===== src/la_settings.svh =====
`ifndef LA_SETTINGS_SVH
`define LA_SETTINGS_SVH

//////////////////////////////////////////////////
// Data path widths
//////////////////////////////////////////////////

// Width of the sampled user bus
`define LA_DATA_W           24
// Run counter and FIFO threshold width
`define LA_CNT_W            8
// AXI-Lite data, stream data and record width
`define LA_AXI_DATA_W       32
`define LA_AXI_ADDR_W       15

// Capture buffer, must stay a power of two
`define LA_FIFO_DEPTH       128
// Longest run before a record is forced out
`define LA_RUN_MAX          255

//////////////////////////////////////////////////
// Register map, word index taken from addr[11:2]
//////////////////////////////////////////////////
`define LA_REG_ENABLE       10'd0
`define LA_REG_HTHRESH      10'd1
`define LA_REG_LTHRESH      10'd2
`define LA_REG_POPLEN       10'd3

// Values after reset
`define LA_RST_ENABLE       1
`define LA_RST_HTHRESH      (`LA_FIFO_DEPTH >> 1)
`define LA_RST_LTHRESH      (`LA_FIFO_DEPTH >> 3)
`define LA_RST_POPLEN       8
`define LA_RDATA_UNMAPPED   32'hFFFF_FFFF

`endif


===== src/la_pkg.sv =====
`include "la_settings.svh"

package la_pkg;

    //////////////////////////////////////////////////
    // Capture record
    //////////////////////////////////////////////////

    // One finished run of the masked bus
    // Run length in the top byte, value below it
    typedef struct packed {
        logic [`LA_CNT_W-1:0]  run_len;
        logic [`LA_DATA_W-1:0] value;
    } la_record_t;

    //////////////////////////////////////////////////
    // Register word indices
    //////////////////////////////////////////////////

    // Index is the AXI address with the byte offset removed
    typedef enum logic [9:0] {
        LA_IDX_ENABLE  = `LA_REG_ENABLE,
        LA_IDX_HTHRESH = `LA_REG_HTHRESH,
        LA_IDX_LTHRESH = `LA_REG_LTHRESH,
        LA_IDX_POPLEN  = `LA_REG_POPLEN
    } la_reg_idx_t;

endpackage


===== src/la_reg_slave.sv =====
`timescale 1ns/1ps
`include "la_settings.svh"

module la_reg_slave
    import la_pkg::*;
(
    input  logic                      axi_clk,
    input  logic                      axi_reset_n,
    input  logic                      cc_la_enable,
    input  logic                      awvalid,
    input  logic [`LA_AXI_ADDR_W-1:0] awaddr,
    input  logic                      wvalid,
    input  logic [`LA_AXI_DATA_W-1:0] wdata,
    input  logic                      arvalid,
    input  logic [`LA_AXI_ADDR_W-1:0] araddr,
    input  logic                      rready,
    output logic                      awready,
    output logic                      wready,
    output logic                      arready,
    output logic                      rvalid,
    output logic [`LA_AXI_DATA_W-1:0] rdata,
    output logic [`LA_DATA_W-1:0]     la_enable,
    output logic [`LA_CNT_W-1:0]      h_thresh,
    output logic [`LA_CNT_W-1:0]      l_thresh,
    output logic [`LA_CNT_W-1:0]      pop_len
);

    logic                      wr_en;
    logic                      wr_en_d1;
    la_reg_idx_t               wr_idx;
    la_reg_idx_t               rd_idx;
    logic [`LA_AXI_DATA_W-1:0] rd_mux;

    // Word index, byte offset dropped
    assign wr_idx = la_reg_idx_t'(awaddr[11:2]);
    assign rd_idx = la_reg_idx_t'(araddr[11:2]);

    // Address and data are always accepted together
    assign awready = wr_en;
    assign wready  = wr_en;

    //////////////////////////////////////////////////
    // Handshake
    //////////////////////////////////////////////////
    always_ff @(posedge axi_clk or negedge axi_reset_n)
    begin
        if (!axi_reset_n)
        begin
            wr_en    <= 1'b0;
            wr_en_d1 <= 1'b0;
            arready  <= 1'b0;
            rvalid   <= 1'b0;
        end
        else
        begin
            wr_en_d1 <= wr_en;
            // One cycle ready pulse, then one dead cycle so the
            // master can drop its valids
            if (wr_en)
                wr_en <= 1'b0;
            else if (cc_la_enable && awvalid && wvalid && !wr_en_d1)
                wr_en <= 1'b1;

            // Read: arready pulse, then rvalid until rready
            if (arready)
            begin
                arready <= 1'b0;
                rvalid  <= 1'b1;
            end
            else if (rvalid)
            begin
                if (rready)
                    rvalid <= 1'b0;
            end
            else if (cc_la_enable && arvalid)
            begin
                arready <= 1'b1;
            end
        end
    end

    //////////////////////////////////////////////////
    // Configuration registers
    //////////////////////////////////////////////////
    always_ff @(posedge axi_clk or negedge axi_reset_n)
    begin
        if (!axi_reset_n)
        begin
            la_enable <= `LA_DATA_W'(`LA_RST_ENABLE);
            h_thresh  <= `LA_CNT_W'(`LA_RST_HTHRESH);
            l_thresh  <= `LA_CNT_W'(`LA_RST_LTHRESH);
            pop_len   <= `LA_CNT_W'(`LA_RST_POPLEN);
        end
        else if (wr_en)
        begin
            // Low bits of wdata only, other indices dropped
            case (wr_idx)
                LA_IDX_ENABLE:  la_enable <= wdata[`LA_DATA_W-1:0];
                LA_IDX_HTHRESH: h_thresh  <= wdata[`LA_CNT_W-1:0];
                LA_IDX_LTHRESH: l_thresh  <= wdata[`LA_CNT_W-1:0];
                LA_IDX_POPLEN:  pop_len   <= wdata[`LA_CNT_W-1:0];
                default:        ;
            endcase
        end
    end

    // Read mux, zero extended
    always_comb
    begin
        case (rd_idx)
            LA_IDX_ENABLE:  rd_mux = `LA_AXI_DATA_W'(la_enable);
            LA_IDX_HTHRESH: rd_mux = `LA_AXI_DATA_W'(h_thresh);
            LA_IDX_LTHRESH: rd_mux = `LA_AXI_DATA_W'(l_thresh);
            LA_IDX_POPLEN:  rd_mux = `LA_AXI_DATA_W'(pop_len);
            default:        rd_mux = `LA_RDATA_UNMAPPED;
        endcase
    end

    // Sampled on the address transfer, held while rvalid waits
    always_ff @(posedge axi_clk)
    begin
        if (arready)
            rdata <= rd_mux;
    end

endmodule


===== src/la_rle_capture.sv =====
`timescale 1ns/1ps
`include "la_settings.svh"

module la_rle_capture
    import la_pkg::*;
(
    input  logic                  axi_clk,
    input  logic                  axi_reset_n,
    input  logic [`LA_DATA_W-1:0] up_la_data,
    input  logic [`LA_DATA_W-1:0] la_enable,
    input  logic                  full,
    output logic                  push,
    output la_record_t            push_record
);

    logic [`LA_DATA_W-1:0] masked;
    logic [`LA_DATA_W-1:0] held;
    logic [`LA_CNT_W-1:0]  run_cnt;
    logic                  capture_on;
    logic                  run_end;

    //////////////////////////////////////////////////
    // Change detection
    //////////////////////////////////////////////////

    // Bits outside the mask never start a new run
    assign masked     = up_la_data & la_enable;
    // Empty mask means nothing to watch
    assign capture_on = |la_enable;
    // Run ends on a change or when the counter saturates
    assign run_end    = (masked != held) || (run_cnt == `LA_CNT_W'(`LA_RUN_MAX));

    //////////////////////////////////////////////////
    // Run counter and held value
    //////////////////////////////////////////////////
    always_ff @(posedge axi_clk or negedge axi_reset_n)
    begin
        if (!axi_reset_n)
        begin
            held    <= '0;
            run_cnt <= `LA_CNT_W'(1);
            push    <= 1'b0;
        end
        else
        begin
            push <= 1'b0;
            if (capture_on)
            begin
                if (run_end)
                begin
                    // Record lost when the buffer has no room
                    push    <= !full;
                    held    <= masked;
                    run_cnt <= `LA_CNT_W'(1);
                end
                else
                begin
                    run_cnt <= run_cnt + 1'b1;
                end
            end
        end
    end

    // Record of the run that just ended, valid with push
    always_ff @(posedge axi_clk)
    begin
        if (capture_on && run_end)
        begin
            push_record.run_len <= run_cnt;
            push_record.value   <= held;
        end
    end

endmodule


===== src/la_sample_fifo.sv =====
`timescale 1ns/1ps
`include "la_settings.svh"

module la_sample_fifo
    import la_pkg::*;
#(
    parameter type payload_t = la_record_t,
    parameter int  DEPTH     = `LA_FIFO_DEPTH
)
(
    input  logic                     axi_clk,
    input  logic                     axi_reset_n,
    input  logic                     push,
    input  payload_t                 push_data,
    input  logic                     pop,
    output payload_t                 head_data,
    output logic [$clog2(DEPTH):0]   count,
    output logic                     full
);

    localparam int AW = $clog2(DEPTH);
    localparam int CW = AW + 1;

    payload_t        mem [DEPTH];
    logic [AW-1:0]   wr_ptr;
    logic [AW-1:0]   rd_ptr;
    logic            do_push;
    logic            do_pop;

    // Occupancy runs 0 to DEPTH, one bit wider than the pointers
    assign full    = (count == CW'(DEPTH));
    assign do_push = push && !full;
    assign do_pop  = pop && (count != '0);

    // Oldest entry, no read latency
    assign head_data = mem[rd_ptr];

    //////////////////////////////////////////////////
    // Storage
    //////////////////////////////////////////////////
    always_ff @(posedge axi_clk)
    begin
        if (do_push)
            mem[wr_ptr] <= push_data;
    end

    //////////////////////////////////////////////////
    // Pointers and occupancy
    //////////////////////////////////////////////////
    always_ff @(posedge axi_clk or negedge axi_reset_n)
    begin
        if (!axi_reset_n)
        begin
            wr_ptr <= '0;
            rd_ptr <= '0;
            count  <= '0;
        end
        else
        begin
            // Power of two depth, pointers wrap on overflow
            if (do_push)
                wr_ptr <= wr_ptr + 1'b1;
            if (do_pop)
                rd_ptr <= rd_ptr + 1'b1;
            case ({do_push, do_pop})
                2'b10:   count <= count + 1'b1;
                2'b01:   count <= count - 1'b1;
                default: count <= count;
            endcase
        end
    end

endmodule


===== src/la_stream_packer.sv =====
`timescale 1ns/1ps
`include "la_settings.svh"

module la_stream_packer
    import la_pkg::*;
(
    input  logic                               axi_clk,
    input  logic                               axi_reset_n,
    input  la_record_t                         head_record,
    input  logic [$clog2(`LA_FIFO_DEPTH):0]    count,
    input  logic [`LA_CNT_W-1:0]               h_thresh,
    input  logic [`LA_CNT_W-1:0]               l_thresh,
    input  logic [`LA_CNT_W-1:0]               pop_len,
    input  logic                               m_tready,
    output logic                               pop,
    output logic [`LA_AXI_DATA_W-1:0]          m_tdata,
    output logic                               m_tvalid,
    output logic                               m_tlast,
    output logic                               la_hpri_req
);

    typedef enum logic {
        ST_IDLE,
        ST_SEND
    } pk_state_t;

    pk_state_t            state;
    logic [`LA_CNT_W-1:0] beats_left;

    //////////////////////////////////////////////////
    // Stream outputs
    //////////////////////////////////////////////////

    // Beat data is the FIFO head, so it only moves on a pop
    assign m_tdata  = head_record;
    assign m_tvalid = (state == ST_SEND);
    assign m_tlast  = m_tvalid && (beats_left == `LA_CNT_W'(1));
    // Each accepted beat retires one entry
    assign pop      = m_tvalid && m_tready;

    //////////////////////////////////////////////////
    // Packet FSM
    //////////////////////////////////////////////////
    always_ff @(posedge axi_clk or negedge axi_reset_n)
    begin
        if (!axi_reset_n)
        begin
            state      <= ST_IDLE;
            beats_left <= '0;
        end
        else
        begin
            case (state)
                ST_IDLE:
                begin
                    // Whole packet must already be stored
                    if (count >= pop_len)
                    begin
                        state      <= ST_SEND;
                        beats_left <= pop_len;
                    end
                end
                ST_SEND:
                begin
                    if (pop)
                    begin
                        // Back to idle after tlast, gives one low cycle of tvalid
                        if (beats_left == `LA_CNT_W'(1))
                            state <= ST_IDLE;
                        beats_left <= beats_left - 1'b1;
                    end
                end
                default:
                    state <= ST_IDLE;
            endcase
        end
    end

    // High priority request with hysteresis
    always_ff @(posedge axi_clk or negedge axi_reset_n)
    begin
        if (!axi_reset_n)
            la_hpri_req <= 1'b0;
        else if (count >= h_thresh)
            la_hpri_req <= 1'b1;
        else if (count <= l_thresh)
            la_hpri_req <= 1'b0;
    end

endmodule


===== src/logic_analyzer.sv =====
`timescale 1ns/1ps
`include "la_settings.svh"

module logic_analyzer
    import la_pkg::*;
(
    input  logic                      axi_clk,
    input  logic                      axi_reset_n,
    // AXI-Lite slave
    input  logic                      awvalid,
    output logic                      awready,
    input  logic [`LA_AXI_ADDR_W-1:0] awaddr,
    input  logic                      wvalid,
    output logic                      wready,
    input  logic [`LA_AXI_DATA_W-1:0] wdata,
    input  logic                      arvalid,
    output logic                      arready,
    input  logic [`LA_AXI_ADDR_W-1:0] araddr,
    output logic                      rvalid,
    input  logic                      rready,
    output logic [`LA_AXI_DATA_W-1:0] rdata,
    input  logic                      cc_la_enable,
    // Watched user bus
    input  logic [`LA_DATA_W-1:0]     up_la_data,
    // AXI-Stream master
    output logic [`LA_AXI_DATA_W-1:0] m_tdata,
    output logic                      m_tvalid,
    input  logic                      m_tready,
    output logic                      m_tlast,
    output logic                      la_hpri_req
);

    // Configuration
    logic [`LA_DATA_W-1:0]            la_enable;
    logic [`LA_CNT_W-1:0]             h_thresh;
    logic [`LA_CNT_W-1:0]             l_thresh;
    logic [`LA_CNT_W-1:0]             pop_len;
    // Capture to FIFO
    logic                             push;
    la_record_t                       push_record;
    logic                             full;
    // FIFO to packer
    la_record_t                       head_record;
    logic [$clog2(`LA_FIFO_DEPTH):0]  count;
    logic                             pop;

    la_reg_slave i_reg_slave (
        .axi_clk      (axi_clk),
        .axi_reset_n  (axi_reset_n),
        .cc_la_enable (cc_la_enable),
        .awvalid      (awvalid),
        .awaddr       (awaddr),
        .wvalid       (wvalid),
        .wdata        (wdata),
        .arvalid      (arvalid),
        .araddr       (araddr),
        .rready       (rready),
        .awready      (awready),
        .wready       (wready),
        .arready      (arready),
        .rvalid       (rvalid),
        .rdata        (rdata),
        .la_enable    (la_enable),
        .h_thresh     (h_thresh),
        .l_thresh     (l_thresh),
        .pop_len      (pop_len)
    );

    la_rle_capture i_rle_capture (
        .axi_clk      (axi_clk),
        .axi_reset_n  (axi_reset_n),
        .up_la_data   (up_la_data),
        .la_enable    (la_enable),
        .full         (full),
        .push         (push),
        .push_record  (push_record)
    );

    la_sample_fifo #(
        .payload_t    (la_record_t),
        .DEPTH        (`LA_FIFO_DEPTH)
    ) i_sample_fifo (
        .axi_clk      (axi_clk),
        .axi_reset_n  (axi_reset_n),
        .push         (push),
        .push_data    (push_record),
        .pop          (pop),
        .head_data    (head_record),
        .count        (count),
        .full         (full)
    );

    la_stream_packer i_stream_packer (
        .axi_clk      (axi_clk),
        .axi_reset_n  (axi_reset_n),
        .head_record  (head_record),
        .count        (count),
        .h_thresh     (h_thresh),
        .l_thresh     (l_thresh),
        .pop_len      (pop_len),
        .m_tready     (m_tready),
        .pop          (pop),
        .m_tdata      (m_tdata),
        .m_tvalid     (m_tvalid),
        .m_tlast      (m_tlast),
        .la_hpri_req  (la_hpri_req)
    );

endmodule


===== config.mk =====
export PLATFORM = sky130hd
export DESIGN_NAME = logic_analyzer
export DESIGN_NICKNAME = d
export VERILOG_FILES = /design/src/la_pkg.sv /design/src/la_reg_slave.sv /design/src/la_rle_capture.sv /design/src/la_sample_fifo.sv /design/src/la_stream_packer.sv /design/src/logic_analyzer.sv
export VERILOG_INCLUDE_DIRS = /design/src
export SDC_FILE = /design/constraint.sdc
export NUM_CORES = 2
export LEC_CHECK = 0
export BUFFER_PORTS_ARGS = -buffer_cell sky130_fd_sc_hd__buf_2
export CAP_MARGIN = 0
export CORE_MARGIN = 3
export CORE_UTILIZATION = 40
export DETAILED_ROUTE_END_ITERATION = 8
export SLEW_MARGIN = 20
export SYNTH_ARGS = -nofsm -noshare
export SYNTH_HDL_FRONTEND = slang
export SYNTH_SLANG_ARGS = --single-unit

===== constraint.sdc =====
create_clock -name axi_clk -period 3.4 [get_ports axi_clk]
set_input_delay 0.68 -clock axi_clk [delete_from_list [all_inputs] [get_ports axi_clk]]
set_output_delay 0.68 -clock axi_clk [all_outputs]
set_load 0.01 [all_outputs]

# ---- After elaboration in Yosys (flattened, before gate mapping)
# Memories as Yosys holds them, arrays and structs flattened.
# Cells that the tools add are included.
# Widths: inputs -> output; s select.
dict set report op_classes {
  n_mux 24
  bitwise 2
  reduce_logical 24
  eq_ne 14
  n_addsub 6
  magnitude_cmp 3
}
# operator n
set op_table {}
lappend op_table {{$pmux 32 s4} 1}
lappend op_table {{$eq 10x2->1 const B} 4}
lappend op_table {{$pmux 8 s2} 2}
lappend op_table {{$and 24x24->24} 1}
lappend op_table {{$mux 8} 3}
lappend op_table {{$ne 24x24->1} 1}
lappend op_table {{$reduce_or 24->1} 1}
lappend op_table {{$eq 10x1->1 const B} 2}
lappend op_table {{$logic_not 10->1} 2}
lappend op_table {{$mux 1} 17}
lappend op_table {{$add 8x1->8 const B} 2}
lappend op_table {{$eq 8x8->1 const B} 2}
lappend op_table {{$ge 8x8->1} 2}
lappend op_table {{$sub 8x1->8 const B} 2}
lappend op_table {{$add 7x1->7 const B} 2}
lappend op_table {{$reduce_and 2->1} 6}
lappend op_table {{$logic_and 1x1->1} 9}
lappend op_table {{$eq 8x1->1 const B} 1}
lappend op_table {{$le 8x8->1} 1}
lappend op_table {{$reduce_bool 8->1} 1}
lappend op_table {{$reduce_bool 2->1} 2}
lappend op_table {{$eq 2x1->1 const B} 1}
lappend op_table {{$eq 2x2->1 const B} 1}
lappend op_table {{$logic_not 1->1} 2}
lappend op_table {{other kinds (5)} 5}
dict set report word_totals {
  ramBits 4096
  inputBits 94
  output_inout_bits 71
  register_bits 181
  word_cells 94
  n_memories 1
}
# memory depth word_bits read_ports rd_ports_with_merged_regs wr line_no
set memory_table {}
lappend memory_table {i_sample_fifo.mem 128 32 1 0 1 la_sample_fifo.sv:24} ;# payload_t mem [DEPTH];

# ---- Depth between registers and ports, before layout
dict set report logic_depth {
  word_depth 5
  depth_mapped 12
  ltp_nobuf 12
}

# ---- Modules after synthesis
# From an unflattened synthesis, not the netlist that was laid out.
dict set report unflattened {
  cells_unflattened 8034
  hier_area_um2 166272.0
}
# mod n_inst cells_per_inst area_per_inst_um2 seq_area_each_um2
set by_module_without_submodules {}
lappend by_module_without_submodules {la_sample_fifo 1 7412 158540.8 123548.5}
lappend by_module_without_submodules {la_reg_slave 1 194 3321.9 2057.0}
lappend by_module_without_submodules {la_rle_capture 1 249 2892.8 1788.0}
lappend by_module_without_submodules {la_stream_packer 1 179 1516.5 250.2}

# ---- Worst setup path after synthesis
# OpenSTA, ideal clock, no wires.
dict set report synth_path {
  kind {reg2reg}
  from {reg i_rle_capture.run_cnt[0]}
  to {reg i_rle_capture.push_record[0] (netlist name)}
  n_path_buf 1
  arrival_time_ns 2.983
  slack_ns -0.007
  setup_ns 0.425
  required_time_ns 2.975
  synth_period_minus_slack_ns 3.407
  stages_incl_launch_ff 8
  cell_sequence {dfstp_2 > ha_1 > and3_1 > nand3_1 > o2111ai_1 > nor4_4 > buf_4 > nor2_1}
}
dict set report synth_between {
  elab_chain_len 3
}
# item line_no
set synth_rtl {}
lappend synth_rtl {{from (decl)} la_rle_capture.sv:18} ;# logic [`LA_CNT_W-1:0] run_cnt;
lappend synth_rtl {{from (signal assigned)} la_rle_capture.sv:41} ;# run_cnt <= `LA_CNT_W'(1);
lappend synth_rtl {{from (signal assigned)} la_rle_capture.sv:54} ;# run_cnt <= `LA_CNT_W'(1);
lappend synth_rtl {{from (signal assigned)} la_rle_capture.sv:58} ;# run_cnt <= run_cnt + 1'b1;
lappend synth_rtl {{$eq 8x8->1} la_rle_capture.sv:31} ;# assign run_end = (masked != held) || (run_cnt == `LA_CNT_W'(`LA_RUN_MAX));
lappend synth_rtl {{$logic_or 1x1->1} la_rle_capture.sv:31}
lappend synth_rtl {{$logic_and 1x1->1} la_rle_capture.sv:67} ;# if (capture_on && run_end)
# No other way between the ends.
# A chain may end at the register's enable or synchronous reset.

# ---- Final worst setup path
dict set report layout_path {
  from {reg i_sample_fifo.rd_ptr[0]}
  to {out m_tdata[6]}
}
dict set report layout_between {
  elab_chain_len 1
}
# item line_no
set layout_rtl {}
lappend layout_rtl {{from (decl)} la_sample_fifo.sv:26} ;# logic [AW-1:0] rd_ptr;
lappend layout_rtl {{from (signal assigned)} la_sample_fifo.sv:64} ;# rd_ptr <= rd_ptr + 1'b1;
lappend layout_rtl {{$mem_v2 128x32} --}
lappend layout_rtl {{to (decl)} logic_analyzer.sv:26} ;# output logic [`LA_AXI_DATA_W-1:0] m_tdata,
# No other way between the ends.

==> flow_metrics.py <==
metrics = {
    "outcome": {
        "status": "finished, violations left",
        "violations": "setup timing",
    },
    "synthesis": {
        "synth_ff_type": "edfxtp_1",
        "yosysWarnings": 0,
        "synth_area_leaders": "edfxtp_1, mux4_2, mux2i_1",
        "ys_types": 75,
        "synth_commonest_cells": "edfxtp_1, mux4_2, mux2i_1",
        "yosys.cell_count.top_type": "edfxtp_1",
        "async_reset_ff_frac": 0.0274,
        "synth_seq_area_share": 0.772,
        "post-synth-top-area-fraction": 0.754,
        "synth_fp_nets": 8124,
        "synth_enable_flop_cells": 4153,
        "avgSynthCellArea_sq_um": 20.7,
        "synth_top_cell_by_area": "edfxtp_1",
        "synth_area_sq_um": 165000,
        "synth-seq-cells": 4270,
        "synth_cells": 7993,
    },
    "worst_setup_path": {
        "arrival_ps": 4160,
        "critPathKind": "reg2out",
        "cp-end-kind": "output pin",
        "crit_required_ps": 2720,
        "timing.rr.start": "i_sample_fifo.count[0]$_DFFE_PN0P_",
        "worstPathMaxFanout": 8,
        "critPathLaunch": "i_sample_fifo.rd_ptr[0]$_DFFE_PN0P_",
        "startpoint_type": "flop",
    },
    "cells_and_area": {
        "nets": 9509,
        "drive_above_1_share": 0.340,
        "instances_no_fill": 15200,
        "syn_to_final_growth_pct": 22.2,
        "fin_util": 0.492,
        "fin_area_sq_um": 202000,
    },
    "floorplan": {
        "rows": 235,
        "dieArea_sq_um": 421000,
        "dieHeight_um": 649,
        "coreArea_sq_um": 411000,
        "num_io_pins": 165,
        "die_w_um": 649,
        "start_util": 0.403,
    },
    "grt": {
        "grt_pass1_vias": 88300,
        "grt_first_pass_wirelength_um": 669000,
        "grt_max_degree": 129,
        "antenna_found_initial": 13,
        "grt_overflow": 0,
        "grt_use_total": 0.221,
    },
    "drt": {
        "avgViaCountPerCell": 5.80,
        "totalWireLength_um": 476000,
        "drtIter0Drc": 10800,
        "drtAntennaViolNets": 0,
        "drc": 0,
        "vias": 88100,
        "first_pass_iters": 5,
        "wire_per_inst_um": 31.3,
    },
    "placed_design": {
        "pre_cts_ws_ps": -1300,
        "placed_area_sq_um": 183000,
        "hpwl_um": 284000,
        "portBuffers": 146,
        "gp_congestion": 0.833,
        "dp.cells": 14200,
    },
    "power": {
        "pwr-share-seq": 0.367,
        "power_density_nw_per_um2": 774,
        "power_frac_comb": 0.330,
        "swShare": 0.306,
        "ir_drop_mv": 0.498,
        "p_int_mw": 109,
        "totalPowerFinal_mw": 156,
        "p_sw_mw": 47.9,
        "leakage_nw": 56.9,
        "clockPowerShare": 0.303,
    },
    "min_path": {
        "hold_path.startpoint": "up_la_data[15]",
        "min_path_type": "in2reg",
    },
    "sta": {
        "hold_violations": 0,
        "fmax_mhz": 207,
        "finalSetupTns_ps": -40390,
        "setup_viol": 32,
        "slew_headroom": 0.228,
        "finClkSkew_ps": 74.4,
        "whs_ps": 79.3,
        "timing.final.crit_share": 1.42,
        "worst_slack_ps": -1440,
        "worst_pin_slew_ps": 1160,
        "maxSlewViolCount": 0,
        "period_needed_ps": 4840,
        "grt_setup_unrepaired": "yes",
    },
    "clocking": {
        "numCtsBuffers": 428,
        "clk_latency_ps": 980,
        "cts_tree": "done",
        "root_buffer": "clkbuf_16",
        "clk_pin_slew_ps": 60,
        "clkSinkCount": 4270,
        "clock_path_buffers": 4,
        "htree_num_levels": 5,
    },
    "flow_run": {
        "cap_violations": 0,
    },
}
==> registers in the layout, summed over array words and instances, names as in the netlist, 7 cells and up <==
name                        cells
i_sample_fifo.wr_ptr            7
i_rle_capture.run_cnt           8
i_reg_slave.l_thresh            8
i_stream_packer.beats_left      8
i_reg_slave.h_thresh            8
i_rle_capture.held             24
i_reg_slave.pop_len             8
i_reg_slave.la_enable          24
i_reg_slave.rdata              25
i_sample_fifo.mem            4096
i_rle_capture.push_record      32
i_sample_fifo.rd_ptr            7
i_sample_fifo.count             8
==> final timing paths <==
path	depth (start not counted)	end	slack [ps]
worst max-delay path	12	m_tdata[6]	-1440
worst min-delay path	3	i_rle_capture.held[15]$_DFFE_PN0P_	80
worst max register to register	8	i_sample_fifo.mem[61][7]$_DFFE_PP_	80
worst min register to register	0	i_reg_slave.wr_en_d1$_DFF_PN0_	450
max in group asynchronous	3	i_reg_slave.l_thresh[4]$_DFFE_PN1P_	2060
min in group asynchronous	2	i_sample_fifo.rd_ptr[2]$_DFFE_PN0P_	370
==> cell type report <==
class | count | area [sq um]
fillers | 32800 | 209000
flip-flops and latches | 4270 | 128000
multi-input cells | 3228 | 38000
repair buffers | 1414 | 15400
clock buffers | 501 | 11100
well taps | 5451 | 6820
clock inverters | 285 | 2970
inverters | 36 | 148
diodes | 8 | 20.0
==> critical path, cell delays in order (launching register included) <==
cell and delay (ps):
dfrtp_4 580, buf_12 150, buf_12 130, buf_16 120, mux4_2 480, mux2i_1 170
buf_4 160, o2111ai_4 110, buf_6 170, a211oi_4 650, buf_4 240, a31oi_4 60
buf_6 160
==> what timing repair did <==
action,in CTS,in global routing
setup buffers,62,67
gates cloned,14,10
pin swaps,22,78
hold endpoints to repair,145,0
gates resized for setup,233,291
setup endpoints to repair,58,43
hold buffers,52,0
==> logic make-up (layout without fill, tap and decap cells) <==
group                    after synthesis  count (layout)  synth area share
other                                  0               8                 0
AND/OR/NAND/NOR                      621             621            0.0172
XOR/XNOR                              25              25           0.00132
multiplexers                        1452            1452             0.145
flip-flops                          4270            4270             0.772
buffers and inverters                495            2236            0.0168
AO/OA/AOI/OAI                       1093            1093            0.0452
adder cells (fa/ha/maj)               37              37           0.00284
==> power groups by stage <==
stage / logic [mW] / clock network (mW) / registers [mW]
after floorplan: 22.1 / 0 / 58.4
after global placement: 44.7 / 0 / 58.5
after detailed placement: 44.9 / 0 / 58.5
after CTS: 48.5 / 48.0 / 57.4
after global routing: 53.7 / 50.2 / 57.4
final: 51.6 / 47.4 / 57.4
==> cells in the final DEF (no fill, tap or decap), types with 105 or more instances in the layout <==
cell type     n
dfrtp_1     105
buf_4       819
o21ai_0     123
nor2_4      140
mux2_2      117
edfxtp_1   4153
buf_12      276
nand2_1     205
mux4_2      742
buf_2       126
clkbuf_16   445
a22oi_1     175
mux2i_1     570
a21oi_1     206
==> metal layers <==
layer	vias to the layer above	routed length, um	GRT usage	part of all wire
met1	47200	190000	0.303	0.40
li1	36300	-	-	-
met3	635	40700	0.0405	0.085
met2	4032	232000	0.361	0.49
met5	-	0	0	0
met4	0	14000	0.0635	0.029
(Power assumes the default switching activity.)
